## config.mk

```make
export PLATFORM = sky130hd
export DESIGN_NAME = agen_top
export DESIGN_NICKNAME = d
export VERILOG_FILES = /design/src/agen_pkg.sv /design/src/agen_decode.sv /design/src/agen_execute.sv /design/src/agen_regfile.sv /design/src/agen_result.sv /design/src/agen_top.sv
export SDC_FILE = /design/constraint.sdc
export NUM_CORES = 1
export LEC_CHECK = 0
export ABC_AREA = 1
export BUFFER_PORTS_ARGS = -buffer_cell sky130_fd_sc_hd__buf_2
export CAP_MARGIN = 40
export CORE_MARGIN = 2
export CORE_UTILIZATION = 50
export CTS_CLUSTER_SIZE = 40
export DETAILED_ROUTE_END_ITERATION = 10
export PLACE_DENSITY_LB_ADDON = 0.1
export REMOVE_ABC_BUFFERS = 1
export SETUP_SLACK_MARGIN = 0.05
export SLEW_MARGIN = 30
export SYNTH_ARGS = -nofsm -noshare
export SYNTH_HDL_FRONTEND = slang
export SYNTH_SLANG_ARGS = --single-unit
```

## constraint.sdc

```tcl
create_clock -name clk -period 28.9 [get_ports clk]
set_clock_uncertainty 0.15 [all_clocks]
set_input_delay 1.445 -clock clk [delete_from_list [all_inputs] [get_ports clk]]
set_output_delay 1.445 -clock clk [all_outputs]
set_load 0.02 [all_outputs]
```

## src/agen_pkg.sv

```systemverilog
package agen_pkg;

   localparam int          num_regs   = 8;
   localparam logic [2:0]  sp_id      = 3'd4;
   localparam int          seg_shift  = 16;

   // IDT entry addresses, eight bytes per gate
   localparam logic [31:0] vec_nmi        = 32'h0000_0010;
   localparam logic [31:0] vec_page_fault = 32'h0000_0070;
   localparam logic [31:0] vec_gen_prot   = 32'h0000_0068;
   localparam logic [31:0] vec_none       = 32'h0000_0000;

   typedef enum logic [2:0] {
      op_mov_gpr = 3'd0,
      op_mov_seg = 3'd1,
      op_lea     = 3'd2,
      op_push    = 3'd3,
      op_jmp_rel = 3'd4,
      op_jmp_far = 3'd5,
      op_int     = 3'd6
   } agen_op_e;

   // mem_size: 0 is 2 bytes, 1 is 4 bytes, 2 is 8 bytes
   typedef struct packed {
      agen_op_e    opcode;
      logic [2:0]  dest;
      logic [2:0]  base_id;
      logic [2:0]  index_id;
      logic [2:0]  seg_id;
      logic        base_en;
      logic        index_en;
      logic        disp_en;
      logic [1:0]  scale;
      logic [1:0]  mem_size;
      logic [31:0] eip;
      logic [31:0] imm;
      logic [15:0] sel;
      logic        nmi_en;
      logic        pf_en;
      logic        gp_en;
   } agen_uop_t;

   typedef struct packed {
      agen_op_e    opcode;
      logic [2:0]  dest;
      logic        base_en;
      logic        index_en;
      logic        disp_en;
      logic [1:0]  scale;
      logic [1:0]  mem_size;
      logic [31:0] eip;
      logic [31:0] imm;
      logic [15:0] sel;
      logic        nmi_en;
      logic        pf_en;
      logic        gp_en;
      logic [31:0] base_data;
      logic [31:0] index_data;
      logic [31:0] sp_data;
      logic [15:0] seg_data;
   } agen_issue_t;

   typedef struct packed {
      agen_op_e    opcode;
      logic        gpr_we;
      logic        seg_we;
      logic [2:0]  dest;
      logic [31:0] value;
      logic [31:0] lin_addr;
      logic [31:0] next_eip;
      logic [15:0] next_cs;
   } agen_result_t;

   // Register target of one opcode
   typedef struct packed {
      logic       gpr_we;
      logic       seg_we;
      logic [2:0] id;
   } agen_wr_t;

   function automatic agen_wr_t agen_wr_target(agen_op_e op, logic [2:0] dest);
      agen_wr_t wr;
      wr = '{gpr_we: 1'b0, seg_we: 1'b0, id: dest};
      case (op)
         op_mov_gpr, op_lea: wr.gpr_we = 1'b1;
         op_mov_seg:         wr.seg_we = 1'b1;
         op_push: begin
            wr.gpr_we = 1'b1;
            wr.id     = sp_id;
         end
         default: ;
      endcase
      return wr;
   endfunction

endpackage

```

## src/agen_decode.sv

```systemverilog
`timescale 1ns/1ns

module agen_decode (
   input  logic                   clk,
   input  logic                   arst_n,
   input  logic                   wb_cyc,
   input  logic                   wb_stb,
   input  logic                   wb_we,
   input  agen_pkg::agen_uop_t    wb_dat_w,
   output logic                   wb_ack,
   output logic [2:0]             gpr_ra0,
   output logic [2:0]             gpr_ra1,
   output logic [2:0]             gpr_ra2,
   input  logic [31:0]            gpr_rd0,
   input  logic [31:0]            gpr_rd1,
   input  logic [31:0]            gpr_rd2,
   output logic [2:0]             seg_ra,
   input  logic [15:0]            seg_rd,
   input  agen_pkg::agen_result_t exe_busy_dest,
   input  agen_pkg::agen_result_t res_busy_dest,
   output logic                   issue_valid,
   output agen_pkg::agen_issue_t  issue
);
   import agen_pkg::*;

   agen_wr_t own_wr;
   logic     wb_req;
   logic     hazard;
   logic     accept;

   // True when a pending write to id is a source of uop u
   function automatic logic src_hit(agen_uop_t u, logic gpr_we, logic seg_we,
                                    logic [2:0] id);
      logic is_lea;
      logic is_push;
      logic gpr_hit;
      logic seg_hit;
      is_lea  = (u.opcode == op_lea);
      is_push = (u.opcode == op_push);
      gpr_hit = (is_lea && u.base_en && (u.base_id == id)) ||
                (is_lea && u.index_en && (u.index_id == id)) ||
                (is_push && (id == sp_id));
      seg_hit = (is_lea || is_push) && (u.seg_id == id);
      return (gpr_we && gpr_hit) || (seg_we && seg_hit);
   endfunction

   // Base, index, stack pointer and segment are read straight off the bus
   assign gpr_ra0 = wb_dat_w.base_id;
   assign gpr_ra1 = wb_dat_w.index_id;
   assign gpr_ra2 = sp_id;
   assign seg_ra  = wb_dat_w.seg_id;

   assign own_wr = agen_wr_target(issue.opcode, issue.dest);

   // No forwarding, so any in-flight writer of a source stalls the bus
   always_comb begin
      hazard = (issue_valid &&
                src_hit(wb_dat_w, own_wr.gpr_we, own_wr.seg_we, own_wr.id)) ||
               src_hit(wb_dat_w, exe_busy_dest.gpr_we, exe_busy_dest.seg_we,
                       exe_busy_dest.dest) ||
               src_hit(wb_dat_w, res_busy_dest.gpr_we, res_busy_dest.seg_we,
                       res_busy_dest.dest);
   end

   assign wb_req = wb_cyc && wb_stb && wb_we && !wb_ack;
   assign accept = wb_req && !hazard;

   always_ff @(posedge clk or negedge arst_n) begin
      if (!arst_n) begin
         wb_ack      <= 1'b0;
         issue_valid <= 1'b0;
      end else begin
         wb_ack      <= accept;
         issue_valid <= accept;
      end
   end

   always_ff @(posedge clk) begin
      if (accept) begin
         issue.opcode     <= wb_dat_w.opcode;
         issue.dest       <= wb_dat_w.dest;
         issue.base_en    <= wb_dat_w.base_en;
         issue.index_en   <= wb_dat_w.index_en;
         issue.disp_en    <= wb_dat_w.disp_en;
         issue.scale      <= wb_dat_w.scale;
         issue.mem_size   <= wb_dat_w.mem_size;
         issue.eip        <= wb_dat_w.eip;
         issue.imm        <= wb_dat_w.imm;
         issue.sel        <= wb_dat_w.sel;
         issue.nmi_en     <= wb_dat_w.nmi_en;
         issue.pf_en      <= wb_dat_w.pf_en;
         issue.gp_en      <= wb_dat_w.gp_en;
         issue.base_data  <= gpr_rd0;
         issue.index_data <= gpr_rd1;
         issue.sp_data    <= gpr_rd2;
         issue.seg_data   <= seg_rd;
      end
   end

endmodule

```

## src/agen_execute.sv

```systemverilog
`timescale 1ns/1ns

module agen_execute (
   input  logic                   clk,
   input  logic                   arst_n,
   input  logic                   issue_valid,
   input  agen_pkg::agen_issue_t  issue,
   output logic                   exe_valid,
   output agen_pkg::agen_result_t exe
);
   import agen_pkg::*;

   agen_wr_t     wr;
   logic [31:0]  scaled;
   logic [31:0]  offset;
   logic [3:0]   push_size;
   logic [31:0]  new_sp;
   logic [31:0]  vector;
   agen_result_t nxt;

   function automatic logic [31:0] seg_linear(logic [15:0] seg, logic [31:0] off);
      return ({16'd0, seg} << seg_shift) + off;
   endfunction

   always_comb begin
      scaled = issue.index_data << issue.scale;
      offset = (issue.disp_en  ? issue.imm       : 32'd0) +
               (issue.base_en  ? issue.base_data : 32'd0) +
               (issue.index_en ? scaled          : 32'd0);

      case (issue.mem_size)
         2'd0:    push_size = 4'd2;
         2'd1:    push_size = 4'd4;
         default: push_size = 4'd8;
      endcase
      new_sp = issue.sp_data - {28'd0, push_size};

      // NMI wins over page fault, page fault over general protection
      if (issue.nmi_en) begin
         vector = vec_nmi;
      end else if (issue.pf_en) begin
         vector = vec_page_fault;
      end else if (issue.gp_en) begin
         vector = vec_gen_prot;
      end else begin
         vector = vec_none;
      end

      wr = agen_wr_target(issue.opcode, issue.dest);

      nxt          = '0;
      nxt.opcode   = issue.opcode;
      nxt.gpr_we   = issue_valid && wr.gpr_we;
      nxt.seg_we   = issue_valid && wr.seg_we;
      nxt.dest     = wr.id;
      nxt.next_eip = issue.eip;

      case (issue.opcode)
         op_mov_gpr: nxt.value = issue.imm;
         op_mov_seg: nxt.value = {16'd0, issue.imm[15:0]};
         op_lea: begin
            nxt.value    = offset;
            nxt.lin_addr = seg_linear(issue.seg_data, offset);
         end
         op_push: begin
            nxt.value    = new_sp;
            nxt.lin_addr = seg_linear(issue.seg_data, new_sp);
         end
         op_jmp_rel: nxt.next_eip = issue.eip + issue.imm;
         op_jmp_far: begin
            nxt.next_eip = issue.imm;
            nxt.next_cs  = issue.sel;
         end
         // Vector goes out as both value and address
         op_int: begin
            nxt.value    = vector;
            nxt.lin_addr = vector;
         end
         default: ;
      endcase
   end

   always_ff @(posedge clk or negedge arst_n) begin
      if (!arst_n) begin
         exe_valid <= 1'b0;
         exe       <= '0;
      end else begin
         exe_valid <= issue_valid;
         exe       <= nxt;
      end
   end

endmodule

```

## src/agen_regfile.sv

```systemverilog
`timescale 1ns/1ns

module agen_regfile (
   input  logic        clk,
   input  logic        arst_n,
   input  logic [2:0]  gpr_ra0,
   input  logic [2:0]  gpr_ra1,
   input  logic [2:0]  gpr_ra2,
   output logic [31:0] gpr_rd0,
   output logic [31:0] gpr_rd1,
   output logic [31:0] gpr_rd2,
   input  logic [2:0]  seg_ra,
   output logic [15:0] seg_rd,
   input  logic        gpr_we,
   input  logic        seg_we,
   input  logic [2:0]  wa,
   input  logic [31:0] wd
);
   import agen_pkg::*;

   logic [31:0] gpr [num_regs];
   logic [15:0] seg [num_regs];

   assign gpr_rd0 = gpr[gpr_ra0];
   assign gpr_rd1 = gpr[gpr_ra1];
   assign gpr_rd2 = gpr[gpr_ra2];
   assign seg_rd  = seg[seg_ra];

   // Segment writes take the low half of the write data
   always_ff @(posedge clk or negedge arst_n) begin
      if (!arst_n) begin
         for (int i = 0; i < num_regs; i++) begin
            gpr[i] <= '0;
            seg[i] <= '0;
         end
      end else begin
         if (gpr_we) begin
            gpr[wa] <= wd;
         end
         if (seg_we) begin
            seg[wa] <= wd[15:0];
         end
      end
   end

endmodule

```

## src/agen_result.sv

```systemverilog
`timescale 1ns/1ns

module agen_result (
   input  logic                   clk,
   input  logic                   arst_n,
   input  logic                   exe_valid,
   input  agen_pkg::agen_result_t exe,
   output logic                   res_valid,
   output agen_pkg::agen_result_t res,
   output logic                   gpr_we,
   output logic                   seg_we,
   output logic [2:0]             wa,
   output logic [31:0]            wd
);
   import agen_pkg::*;

   // Enables are cleared here too, the scoreboard in decode reads them
   always_ff @(posedge clk or negedge arst_n) begin
      if (!arst_n) begin
         res_valid <= 1'b0;
         res       <= '0;
      end else begin
         res_valid <= exe_valid;
         res       <= exe;
      end
   end

   // Retire into the register file at the edge ending the result cycle
   assign gpr_we = res_valid && res.gpr_we;
   assign seg_we = res_valid && res.seg_we;
   assign wa     = res.dest;
   assign wd     = res.value;

endmodule

```

## src/agen_top.sv

```systemverilog
`timescale 1ns/1ns

module agen_top (
   input  logic                   clk,
   input  logic                   arst_n,
   input  logic                   wb_cyc,
   input  logic                   wb_stb,
   input  logic                   wb_we,
   input  agen_pkg::agen_uop_t    wb_dat_w,
   output logic                   wb_ack,
   output logic                   res_valid,
   output agen_pkg::agen_result_t res
);
   import agen_pkg::*;

   logic [2:0]   gpr_ra0;
   logic [2:0]   gpr_ra1;
   logic [2:0]   gpr_ra2;
   logic [31:0]  gpr_rd0;
   logic [31:0]  gpr_rd1;
   logic [31:0]  gpr_rd2;
   logic [2:0]   seg_ra;
   logic [15:0]  seg_rd;
   logic         gpr_we;
   logic         seg_we;
   logic [2:0]   wa;
   logic [31:0]  wd;
   logic         issue_valid;
   agen_issue_t  issue;
   logic         exe_valid;
   agen_result_t exe;

   agen_regfile regfile_i (
      .clk     (clk),
      .arst_n  (arst_n),
      .gpr_ra0 (gpr_ra0),
      .gpr_ra1 (gpr_ra1),
      .gpr_ra2 (gpr_ra2),
      .gpr_rd0 (gpr_rd0),
      .gpr_rd1 (gpr_rd1),
      .gpr_rd2 (gpr_rd2),
      .seg_ra  (seg_ra),
      .seg_rd  (seg_rd),
      .gpr_we  (gpr_we),
      .seg_we  (seg_we),
      .wa      (wa),
      .wd      (wd)
   );

   // Execute and result registers double as scoreboard entries
   agen_decode decode_i (
      .clk           (clk),
      .arst_n        (arst_n),
      .wb_cyc        (wb_cyc),
      .wb_stb        (wb_stb),
      .wb_we         (wb_we),
      .wb_dat_w      (wb_dat_w),
      .wb_ack        (wb_ack),
      .gpr_ra0       (gpr_ra0),
      .gpr_ra1       (gpr_ra1),
      .gpr_ra2       (gpr_ra2),
      .gpr_rd0       (gpr_rd0),
      .gpr_rd1       (gpr_rd1),
      .gpr_rd2       (gpr_rd2),
      .seg_ra        (seg_ra),
      .seg_rd        (seg_rd),
      .exe_busy_dest (exe),
      .res_busy_dest (res),
      .issue_valid   (issue_valid),
      .issue         (issue)
   );

   agen_execute execute_i (
      .clk         (clk),
      .arst_n      (arst_n),
      .issue_valid (issue_valid),
      .issue       (issue),
      .exe_valid   (exe_valid),
      .exe         (exe)
   );

   agen_result result_i (
      .clk       (clk),
      .arst_n    (arst_n),
      .exe_valid (exe_valid),
      .exe       (exe),
      .res_valid (res_valid),
      .res       (res),
      .gpr_we    (gpr_we),
      .seg_we    (seg_we),
      .wa        (wa),
      .wd        (wd)
   );

endmodule

```

==> Word-level counts from Yosys, hierarchy flattened <==
Cells that the tools add are included.
{ "op_classes": {"mux": 29, "bitwise_logic": 4, "magnitude_cmp": 5, "addsub": 6, "n_eq_ne": 21, "reduce_logical": 47, "shift": 1} }
{ "op_table": {"columns": ["cell", "count"], "rows": [
  ["$mux 32", 10],
  ["$bwmux 256", 1],
  ["$bmux 32 s3", 2],
  ["$add 32x32->32", 5],
  ["$pmux 32 s5", 1],
  ["$bwmux 128", 1],
  ["$demux 32 s3", 1],
  ["$pmux 32 s3", 1],
  ["$mux 16", 4],
  ["$pmux 32 s2", 1],
  ["$bmux 16 s3", 1],
  ["$demux 16 s3", 1],
  ["$shl 32x2->32", 1],
  ["$sub 32x4->32", 1],
  ["$logic_and 1x1->1", 30],
  ["$eq 3x3->1", 9],
  ["$eq 3x3->1 const B", 6],
  ["$ge 4x4->1 const B", 4],
  ["$not 3->4", 4],
  ["$eq 3x2->1 const B", 4],
  ["$logic_or 1x1->1", 12],
  ["$pmux 4 s2", 1],
  ["$mux 7", 1],
  ["$lt 4x1->1 const B", 1],
  ["other kinds (8)", 10]
]} }
{ "totals": {"regBits": 835, "output_inout_bits": 122} }

==> Longest topological paths before layout <==
{ "depth": {"word_depth": 13, "ltp_mapped": 32, "ltp_nobuf": 30} }

==> By module <==
A second synthesis with hierarchy kept.
{ "unflattened": {"hier_cells": 5918, "hier_area_um2": 45077.0} }
{ "modules_own_cells": {"columns": ["mod", "area_each_um2", "seq_area_each_um2", "n_inst", "cells_each"], "rows": [
  ["agen_regfile", 23498.8, 9609.2, 1, 3767],
  ["agen_execute", 11517.3, 3027.9, 1, 1687],
  ["agen_decode", 6755.2, 6271.0, 1, 304],
  ["agen_result", 3305.7, 3027.9, 1, 160]
]} }

==> Worst setup path before layout <==
No wires, ideal clock.
{ "synth_timing": {"path_kind": "input to register", "startpoint": "input port wb_dat_w[95] (netlist bit)", "endpoint": "register decode_i.wb_ack", "cell_stages": 9, "t_arrival_ns": 12.277, "setup_time_ns": 1.171, "n_path_buf": 1, "setup_slack_ns": 15.302, "cell_sequence": "clkbuf_1 inv_1 o22ai_1 nor3_1 nand2_1 nand3_1 nand2_1 nand3b_1 a21oi_1"} }
{ "synth_between": {"elab_chain_len": 11, "word_cells_on_any_way": 23, "cone_classes": "3 x eq/ne; 20 x reduce/logical"} }
{ "synth_lines": {"columns": ["element", "line", "text"], "rows": [
  ["start, declared", "agen_top.sv:9", "input agen_pkg::agen_uop_t wb_dat_w,"],
  ["$eq 3x3->1", "agen_decode.sv:41", "(is_lea && u.index_en && (u.index_id == id)) ||"],
  ["$logic_and 1x1->1", "agen_decode.sv:41", null],
  ["$logic_or 1x1->1", "agen_decode.sv:40", "gpr_hit = (is_lea && u.base_en && (u.base_id == id)) ||"],
  ["$logic_or 1x1->1", "agen_decode.sv:41", null],
  ["$logic_and 1x1->1", "agen_decode.sv:44", "return (gpr_we && gpr_hit) || (seg_we && seg_hit);"],
  ["$logic_or 1x1->1", "agen_decode.sv:44", null],
  ["$logic_and 1x1->1", "agen_decode.sv:57", "hazard = (issue_valid &&"],
  ["$logic_or 1x1->1", "agen_decode.sv:58", "src_hit(wb_dat_w, own_wr.gpr_we, own_wr.seg_we, own_wr.id)) ||"],
  ["$logic_or 1x1->1 (*)", "agen_decode.sv:60", "exe_busy_dest.dest) ||"],
  ["$logic_not 1->1 (*)", "agen_decode.sv:66", "assign accept = wb_req && !hazard;"],
  ["$logic_and 1x1->1 (*)", "agen_decode.sv:66", null],
  ["via decode_i.accept", "agen_decode.sv:29", "logic accept;"],
  ["end signal, assigned", "agen_decode.sv:73", "wb_ack <= accept;"],
  ["end, declared", "agen_decode.sv:10", "output logic wb_ack,"]
]} }
Mark *: on every way through the listed nets, which the timed path passes. The rest lies on a longest branch.
A chain may end at the register's enable or synchronous reset.

==> flow_results.xml <==
<?xml version="1.0" encoding="UTF-8"?>
<metrics>
  <group name="sta">
    <metric name="report.final.hold_viol_count" unit="">0</metric>
    <metric name="achievable-frequency" unit="GHz">0.177</metric>
    <metric name="hold_slack" unit="ps">181</metric>
    <metric name="max_slew.worst_pin.slew" unit="ps">887</metric>
    <metric name="totalNegativeSetupSlack" unit="ps">0</metric>
    <metric name="final_max_slew_viol_count" unit="">0</metric>
    <metric name="slew-limit-headroom" unit="%">40.6</metric>
    <metric name="finalCritPeriodShare" unit="%">19.5</metric>
    <metric name="period_minus_slack" unit="ps">5650</metric>
    <metric name="rsz0062_at_grt" unit="">no</metric>
    <metric name="setup_violations" unit="">0</metric>
  </group>
  <group name="setup_path">
    <metric name="worstSetupStartpoint" unit="">decode_i.issue[197]</metric>
    <metric name="startpoint_type" unit="">flop</metric>
    <metric name="critPathSlowestCell" unit="">sky130_fd_sc_hd__o21ai_0</metric>
    <metric name="critical_path_required" unit="ps">29280</metric>
    <metric name="worst_r2r_path_depth" unit="">25</metric>
    <metric name="regToRegStartpoint" unit="">decode_i.issue[197]</metric>
    <metric name="worst_path_largest_cell_delay" unit="ps">570</metric>
    <metric name="critical_path_cell_count" unit="">25</metric>
    <metric name="worst-setup-path-type" unit="">reg2reg</metric>
    <metric name="timing.critical_path.arrival" unit="ps">6030</metric>
    <metric name="worst_path_dominant_cell_family" unit="">compound AO/OA/AOI/OAI gates</metric>
    <metric name="critical_path_peak_fanout" unit="">38</metric>
    <metric name="worst_setup_path_endpoint" unit="">execute_i.exe[76]</metric>
    <metric name="setup.reg_to_reg.worst_slack" unit="ps">23250</metric>
    <metric name="worst_setup_path_end_kind" unit="">flop</metric>
    <metric name="critical_path.n_buffers_inverters" unit="">3</metric>
    <metric name="reg2reg_to" unit="">execute_i.exe[76]</metric>
  </group>
  <group name="synth">
    <metric name="yosys.area_share.simple" unit="%">14.9</metric>
    <metric name="post-synth-top-area-fraction" unit="%">38.9</metric>
    <metric name="post_synth_instance_area" unit="um^2">40300</metric>
    <metric name="synth_adder_area_share" unit="%">4.35</metric>
    <metric name="synth_mux_area_share" unit="%">0.621</metric>
    <metric name="synthFlopType" unit="">sky130_fd_sc_hd__dfrtp_1</metric>
    <metric name="synth_xor_xnor_area_share" unit="%">0.609</metric>
    <metric name="synth_compound_area_share" unit="%">18.6</metric>
    <metric name="synth_area_leaders" unit="">sky130_fd_sc_hd__dfrtp_1, sky130_fd_sc_hd__edfxtp_1, sky130_fd_sc_hd__o21ai_0</metric>
    <metric name="synthesis.area_per_instance" unit="um^2">8.95</metric>
    <metric name="number_of_flops_mapped_to_enable_cells_by_yosys" unit="">208</metric>
    <metric name="yosys.area.top_type" unit="">sky130_fd_sc_hd__dfrtp_1</metric>
    <metric name="synth_async_sr_flop_share" unit="%">75.1</metric>
    <metric name="yosysSeqAreaShare" unit="%">54.4</metric>
    <metric name="synthesis.instances" unit="">4500</metric>
    <metric name="synth.ff_latch_count" unit="">835</metric>
    <metric name="ys_types" unit="">58</metric>
    <metric name="ys.warnings.count" unit="">0</metric>
    <metric name="synth_top_family_by_area" unit="">compound AO/OA/AOI/OAI gates</metric>
  </group>
  <group name="clock_network">
    <metric name="cts_tree" unit="">built</metric>
    <metric name="cts.htree.levels" unit="">3</metric>
    <metric name="cts_hold_buf" unit="">0</metric>
    <metric name="post_cts.resized_instances" unit="">0</metric>
    <metric name="cts-buffers-inserted" unit="">90</metric>
    <metric name="post-cts-setup-buffers" unit="">0</metric>
    <metric name="clock_sinks" unit="">835</metric>
    <metric name="clock_latency" unit="ps">660</metric>
    <metric name="cts.reportedPaths.clkPinSlew" unit="ps">60</metric>
    <metric name="clock_tree.buffer_depth" unit="">3</metric>
    <metric name="cts_root_buf" unit="">sky130_fd_sc_hd__clkbuf_16</metric>
  </group>
  <group name="drt">
    <metric name="ant_nets" unit="">0</metric>
    <metric name="vias" unit="">32793</metric>
    <metric name="wl" unit="um">128000</metric>
    <metric name="post-route-drc-count" unit="">0</metric>
    <metric name="wire_length_per_cell_after_detailed_routing" unit="um">22.1</metric>
    <metric name="detail_route.first_pass.iterations" unit="">6</metric>
    <metric name="vias_per_cell" unit="">5.68</metric>
    <metric name="detail_route.iter0.violations" unit="">3070</metric>
  </group>
  <group name="grt">
    <metric name="grt_pass1_vias" unit="">30659</metric>
    <metric name="grt_util_met2" unit="%">45.8</metric>
    <metric name="largest_net_degree_at_the_start_of_global_routing" unit="">144</metric>
    <metric name="grt_overflow_total" unit="">0</metric>
    <metric name="grt-busiest-layer" unit="">met1</metric>
    <metric name="grt.met1_usage" unit="%">47.1</metric>
    <metric name="antenna_found_initial" unit="">7</metric>
    <metric name="grtUsageTotal" unit="%">30.9</metric>
    <metric name="grt_first_pass_wirelength" unit="um">193000</metric>
    <metric name="globalRouteMet3Util" unit="%">4.09</metric>
  </group>
  <group name="floorplan">
    <metric name="core-area" unit="um^2">80200</metric>
    <metric name="ios" unit="">232</metric>
    <metric name="floorplan.die.height" unit="um">288</metric>
    <metric name="fp.dieArea" unit="um^2">82900</metric>
    <metric name="floorplan.initialDensity" unit="%">50.3</metric>
    <metric name="die_width" unit="um">288</metric>
    <metric name="placement_rows" unit="">104</metric>
  </group>
  <group name="hold_path">
    <metric name="min_path_type" unit="">reg2reg</metric>
  </group>
  <group name="layout">
    <metric name="post_layout_nonfiller_instances" unit="">5774</metric>
    <metric name="final_cell_area" unit="um^2">45700</metric>
    <metric name="fraction_of_layout_cells_with_a_size_suffix_above_1" unit="%">11.2</metric>
    <metric name="final_nets" unit="">4865</metric>
    <metric name="fill_cells" unit="">7302</metric>
    <metric name="footprint_of_the_multi_input_gates" unit="um^2">15800</metric>
    <metric name="seqCellArea" unit="um^2">21900</metric>
    <metric name="syn_to_final_growth" unit="%">13.4</metric>
  </group>
  <group name="power">
    <metric name="leakage_power" unit="nW">20.6</metric>
    <metric name="p_per_area" unit="nW/um^2">59.7</metric>
    <metric name="peakVddDrop" unit="mV">0.0589</metric>
  </group>
  <group name="place">
    <metric name="dp_cells" unit="">5599</metric>
    <metric name="place_area" unit="um^2">42500</metric>
    <metric name="gpl.final_weighted_congestion" unit="">0.978</metric>
    <metric name="dp_hpwl" unit="um">88500</metric>
    <metric name="input_output_buffers" unit="">231</metric>
  </group>
  <group name="flow_run">
    <metric name="maxCapViolCount" unit="">0</metric>
  </group>
  <group name="status">
    <metric name="run_status" unit="">finished, final reports clean</metric>
  </group>
</metrics>
==> cells in the mapped netlist, types with 6 or more instances <==
cell type / count
sky130_fd_sc_hd__nand2_1: 863
sky130_fd_sc_hd__o21ai_0: 704
sky130_fd_sc_hd__dfrtp_1: 627
sky130_fd_sc_hd__inv_1: 417
sky130_fd_sc_hd__nor2_1: 336
sky130_fd_sc_hd__a21oi_1: 320
sky130_fd_sc_hd__edfxtp_1: 208
sky130_fd_sc_hd__clkbuf_1: 191
sky130_fd_sc_hd__nand3_1: 125
sky130_fd_sc_hd__o211ai_1: 112
sky130_fd_sc_hd__a31oi_1: 85
sky130_fd_sc_hd__ha_1: 84
sky130_fd_sc_hd__o22ai_1: 47
sky130_fd_sc_hd__buf_2: 41
sky130_fd_sc_hd__fa_1: 35
sky130_fd_sc_hd__o21ai_1: 28
sky130_fd_sc_hd__mux2i_1: 25
sky130_fd_sc_hd__nor3_1: 24
sky130_fd_sc_hd__nand4_1: 20
sky130_fd_sc_hd__buf_1: 15
sky130_fd_sc_hd__xnor2_1: 15
sky130_fd_sc_hd__nand2_2: 14
sky130_fd_sc_hd__o21bai_1: 13
sky130_fd_sc_hd__xor2_1: 13
sky130_fd_sc_hd__a21o_1: 12
sky130_fd_sc_hd__inv_2: 12
sky130_fd_sc_hd__nand3b_1: 10
sky130_fd_sc_hd__or2_2: 9
sky130_fd_sc_hd__nor2_2: 8
sky130_fd_sc_hd__or2_1: 8
sky130_fd_sc_hd__a21oi_2: 7
sky130_fd_sc_hd__a22o_1: 6
sky130_fd_sc_hd__nand3_2: 6
sky130_fd_sc_hd__nor2_4: 6
sky130_fd_sc_hd__nor4_1: 6
==> stage by stage <==
step	power (mW)	utilization, %	setup slack (ps)
global placement	1.54	52.7	22640
floorplan	1.42	-	14150
detailed placement	1.54	53.0	22840
finish	2.73	57.0	23250
global route	2.83	57.0	22880
CTS	2.75	56.9	23280
==> layer usage <==
layer | share of wire, % | vias to the layer above
met5 | 0.021 | -
met4 | 2.6 | 4
met3 | 7.3 | 166
met2 | 44 | 1311
met1 | 46 | 15849
li1 | - | 15463
==> worst register-to-register path, cell delays in order (launching register included) <==
cell and delay, ps:
sky130_fd_sc_hd__edfxtp_1 320, sky130_fd_sc_hd__buf_4 430, sky130_fd_sc_hd__nand2_1 140, sky130_fd_sc_hd__o21ai_0 130, sky130_fd_sc_hd__nor2_1 100, sky130_fd_sc_hd__fa_1 500
sky130_fd_sc_hd__ha_1 210, sky130_fd_sc_hd__inv_1 90, sky130_fd_sc_hd__fa_1 470, sky130_fd_sc_hd__inv_1 100, sky130_fd_sc_hd__nand2_1 70, sky130_fd_sc_hd__nand3_2 130
sky130_fd_sc_hd__nand2_2 90, sky130_fd_sc_hd__nand2_4 100, sky130_fd_sc_hd__a21oi_2 70, sky130_fd_sc_hd__xor2_1 160, sky130_fd_sc_hd__o21ai_0 570, sky130_fd_sc_hd__ha_1 400
sky130_fd_sc_hd__a21oi_1 160, sky130_fd_sc_hd__nand2_1 100, sky130_fd_sc_hd__a21oi_1 220, sky130_fd_sc_hd__o21ai_1 130, sky130_fd_sc_hd__a21boi_0 340, sky130_fd_sc_hd__o21ai_1 130
sky130_fd_sc_hd__o21ai_0 160, sky130_fd_sc_hd__a21oi_1 50
==> final cells by class <==
cell class	instances	share of cell area, %
inverter	434	3.57
multi-input combinational	2983	34.6
tap	1060	2.90
antenna	2	0.0109
clock buffer	130	5.61
timing repair buffer	292	4.05
clock inverter	38	1.23
sequential	835	48.0
==> sequential cells by signal, indices dropped and copies added (netlist names) <==
signal / count
decode_i.issue: 208
decode_i.wb_ack: 1
execute_i.exe: 120
execute_i.exe_valid: 1
regfile_i.gpr: 256
regfile_i.seg: 128
result_i.res: 85
result_i.res_valid: 1
result_i.wa: 3
result_i.wd: 32
==> cell families after synthesis <==
| kind of cell | count (synthesis) |
|---|---|
| compound gates | 1363 |
| fa+ha+maj | 119 |
| buf+inv | 682 |
| mux | 25 |
| xor+xnor | 28 |
| flops | 835 |
| simple gates | 1448 |
==> power by group <==
part	total [mW]	switching, mW	internal [mW]
clock	1.20	0.484	0.720
sequential	1.26	0.0229	1.24
combinational	0.263	0.187	0.0766
total	2.73	0.694	2.04
==> worst min-delay path by stage <==
stage                             startpoint                end  slack, ps  cells past startpoint
after floorplan             execute_i.exe[0]    result_i.res[0]        180                      0
after global placement     execute_i.exe[44]   result_i.res[44]        180                      0
after detailed placement  execute_i.exe[118]  result_i.res[118]        180                      0
after CTS                  execute_i.exe[58]   result_i.res[58]        180                      0
after global routing       execute_i.exe[58]   result_i.res[58]        190                      0
final                      execute_i.exe[58]   result_i.res[58]        180                      0
==> placed cells by master (no fill, tap or decap), drive strengths merged, types with 2 or more instances in the layout <==
cell type	instances
buf	292
xnor2	15
inv	433
a31oi	85
diode	2
nand4	22
nand2	878
ha	84
o21a	5
a21boi	2
edfxtp	208
dfrtp	627
a31o	2
mux2i	25
nor4	6
a21o	12
a21oi	327
o21bai	15
fa	35
a22o	6
nand3	131
xor2	13
o221ai	5
nor2	350
or2	18
clkinv	28
nor3	31
o21ai	737
bufinv	11
a22oi	2
clkbuf	130
o211ai	113
nand3b	10
o22ai	47
and3	2
(Power assumes the default switching activity.)
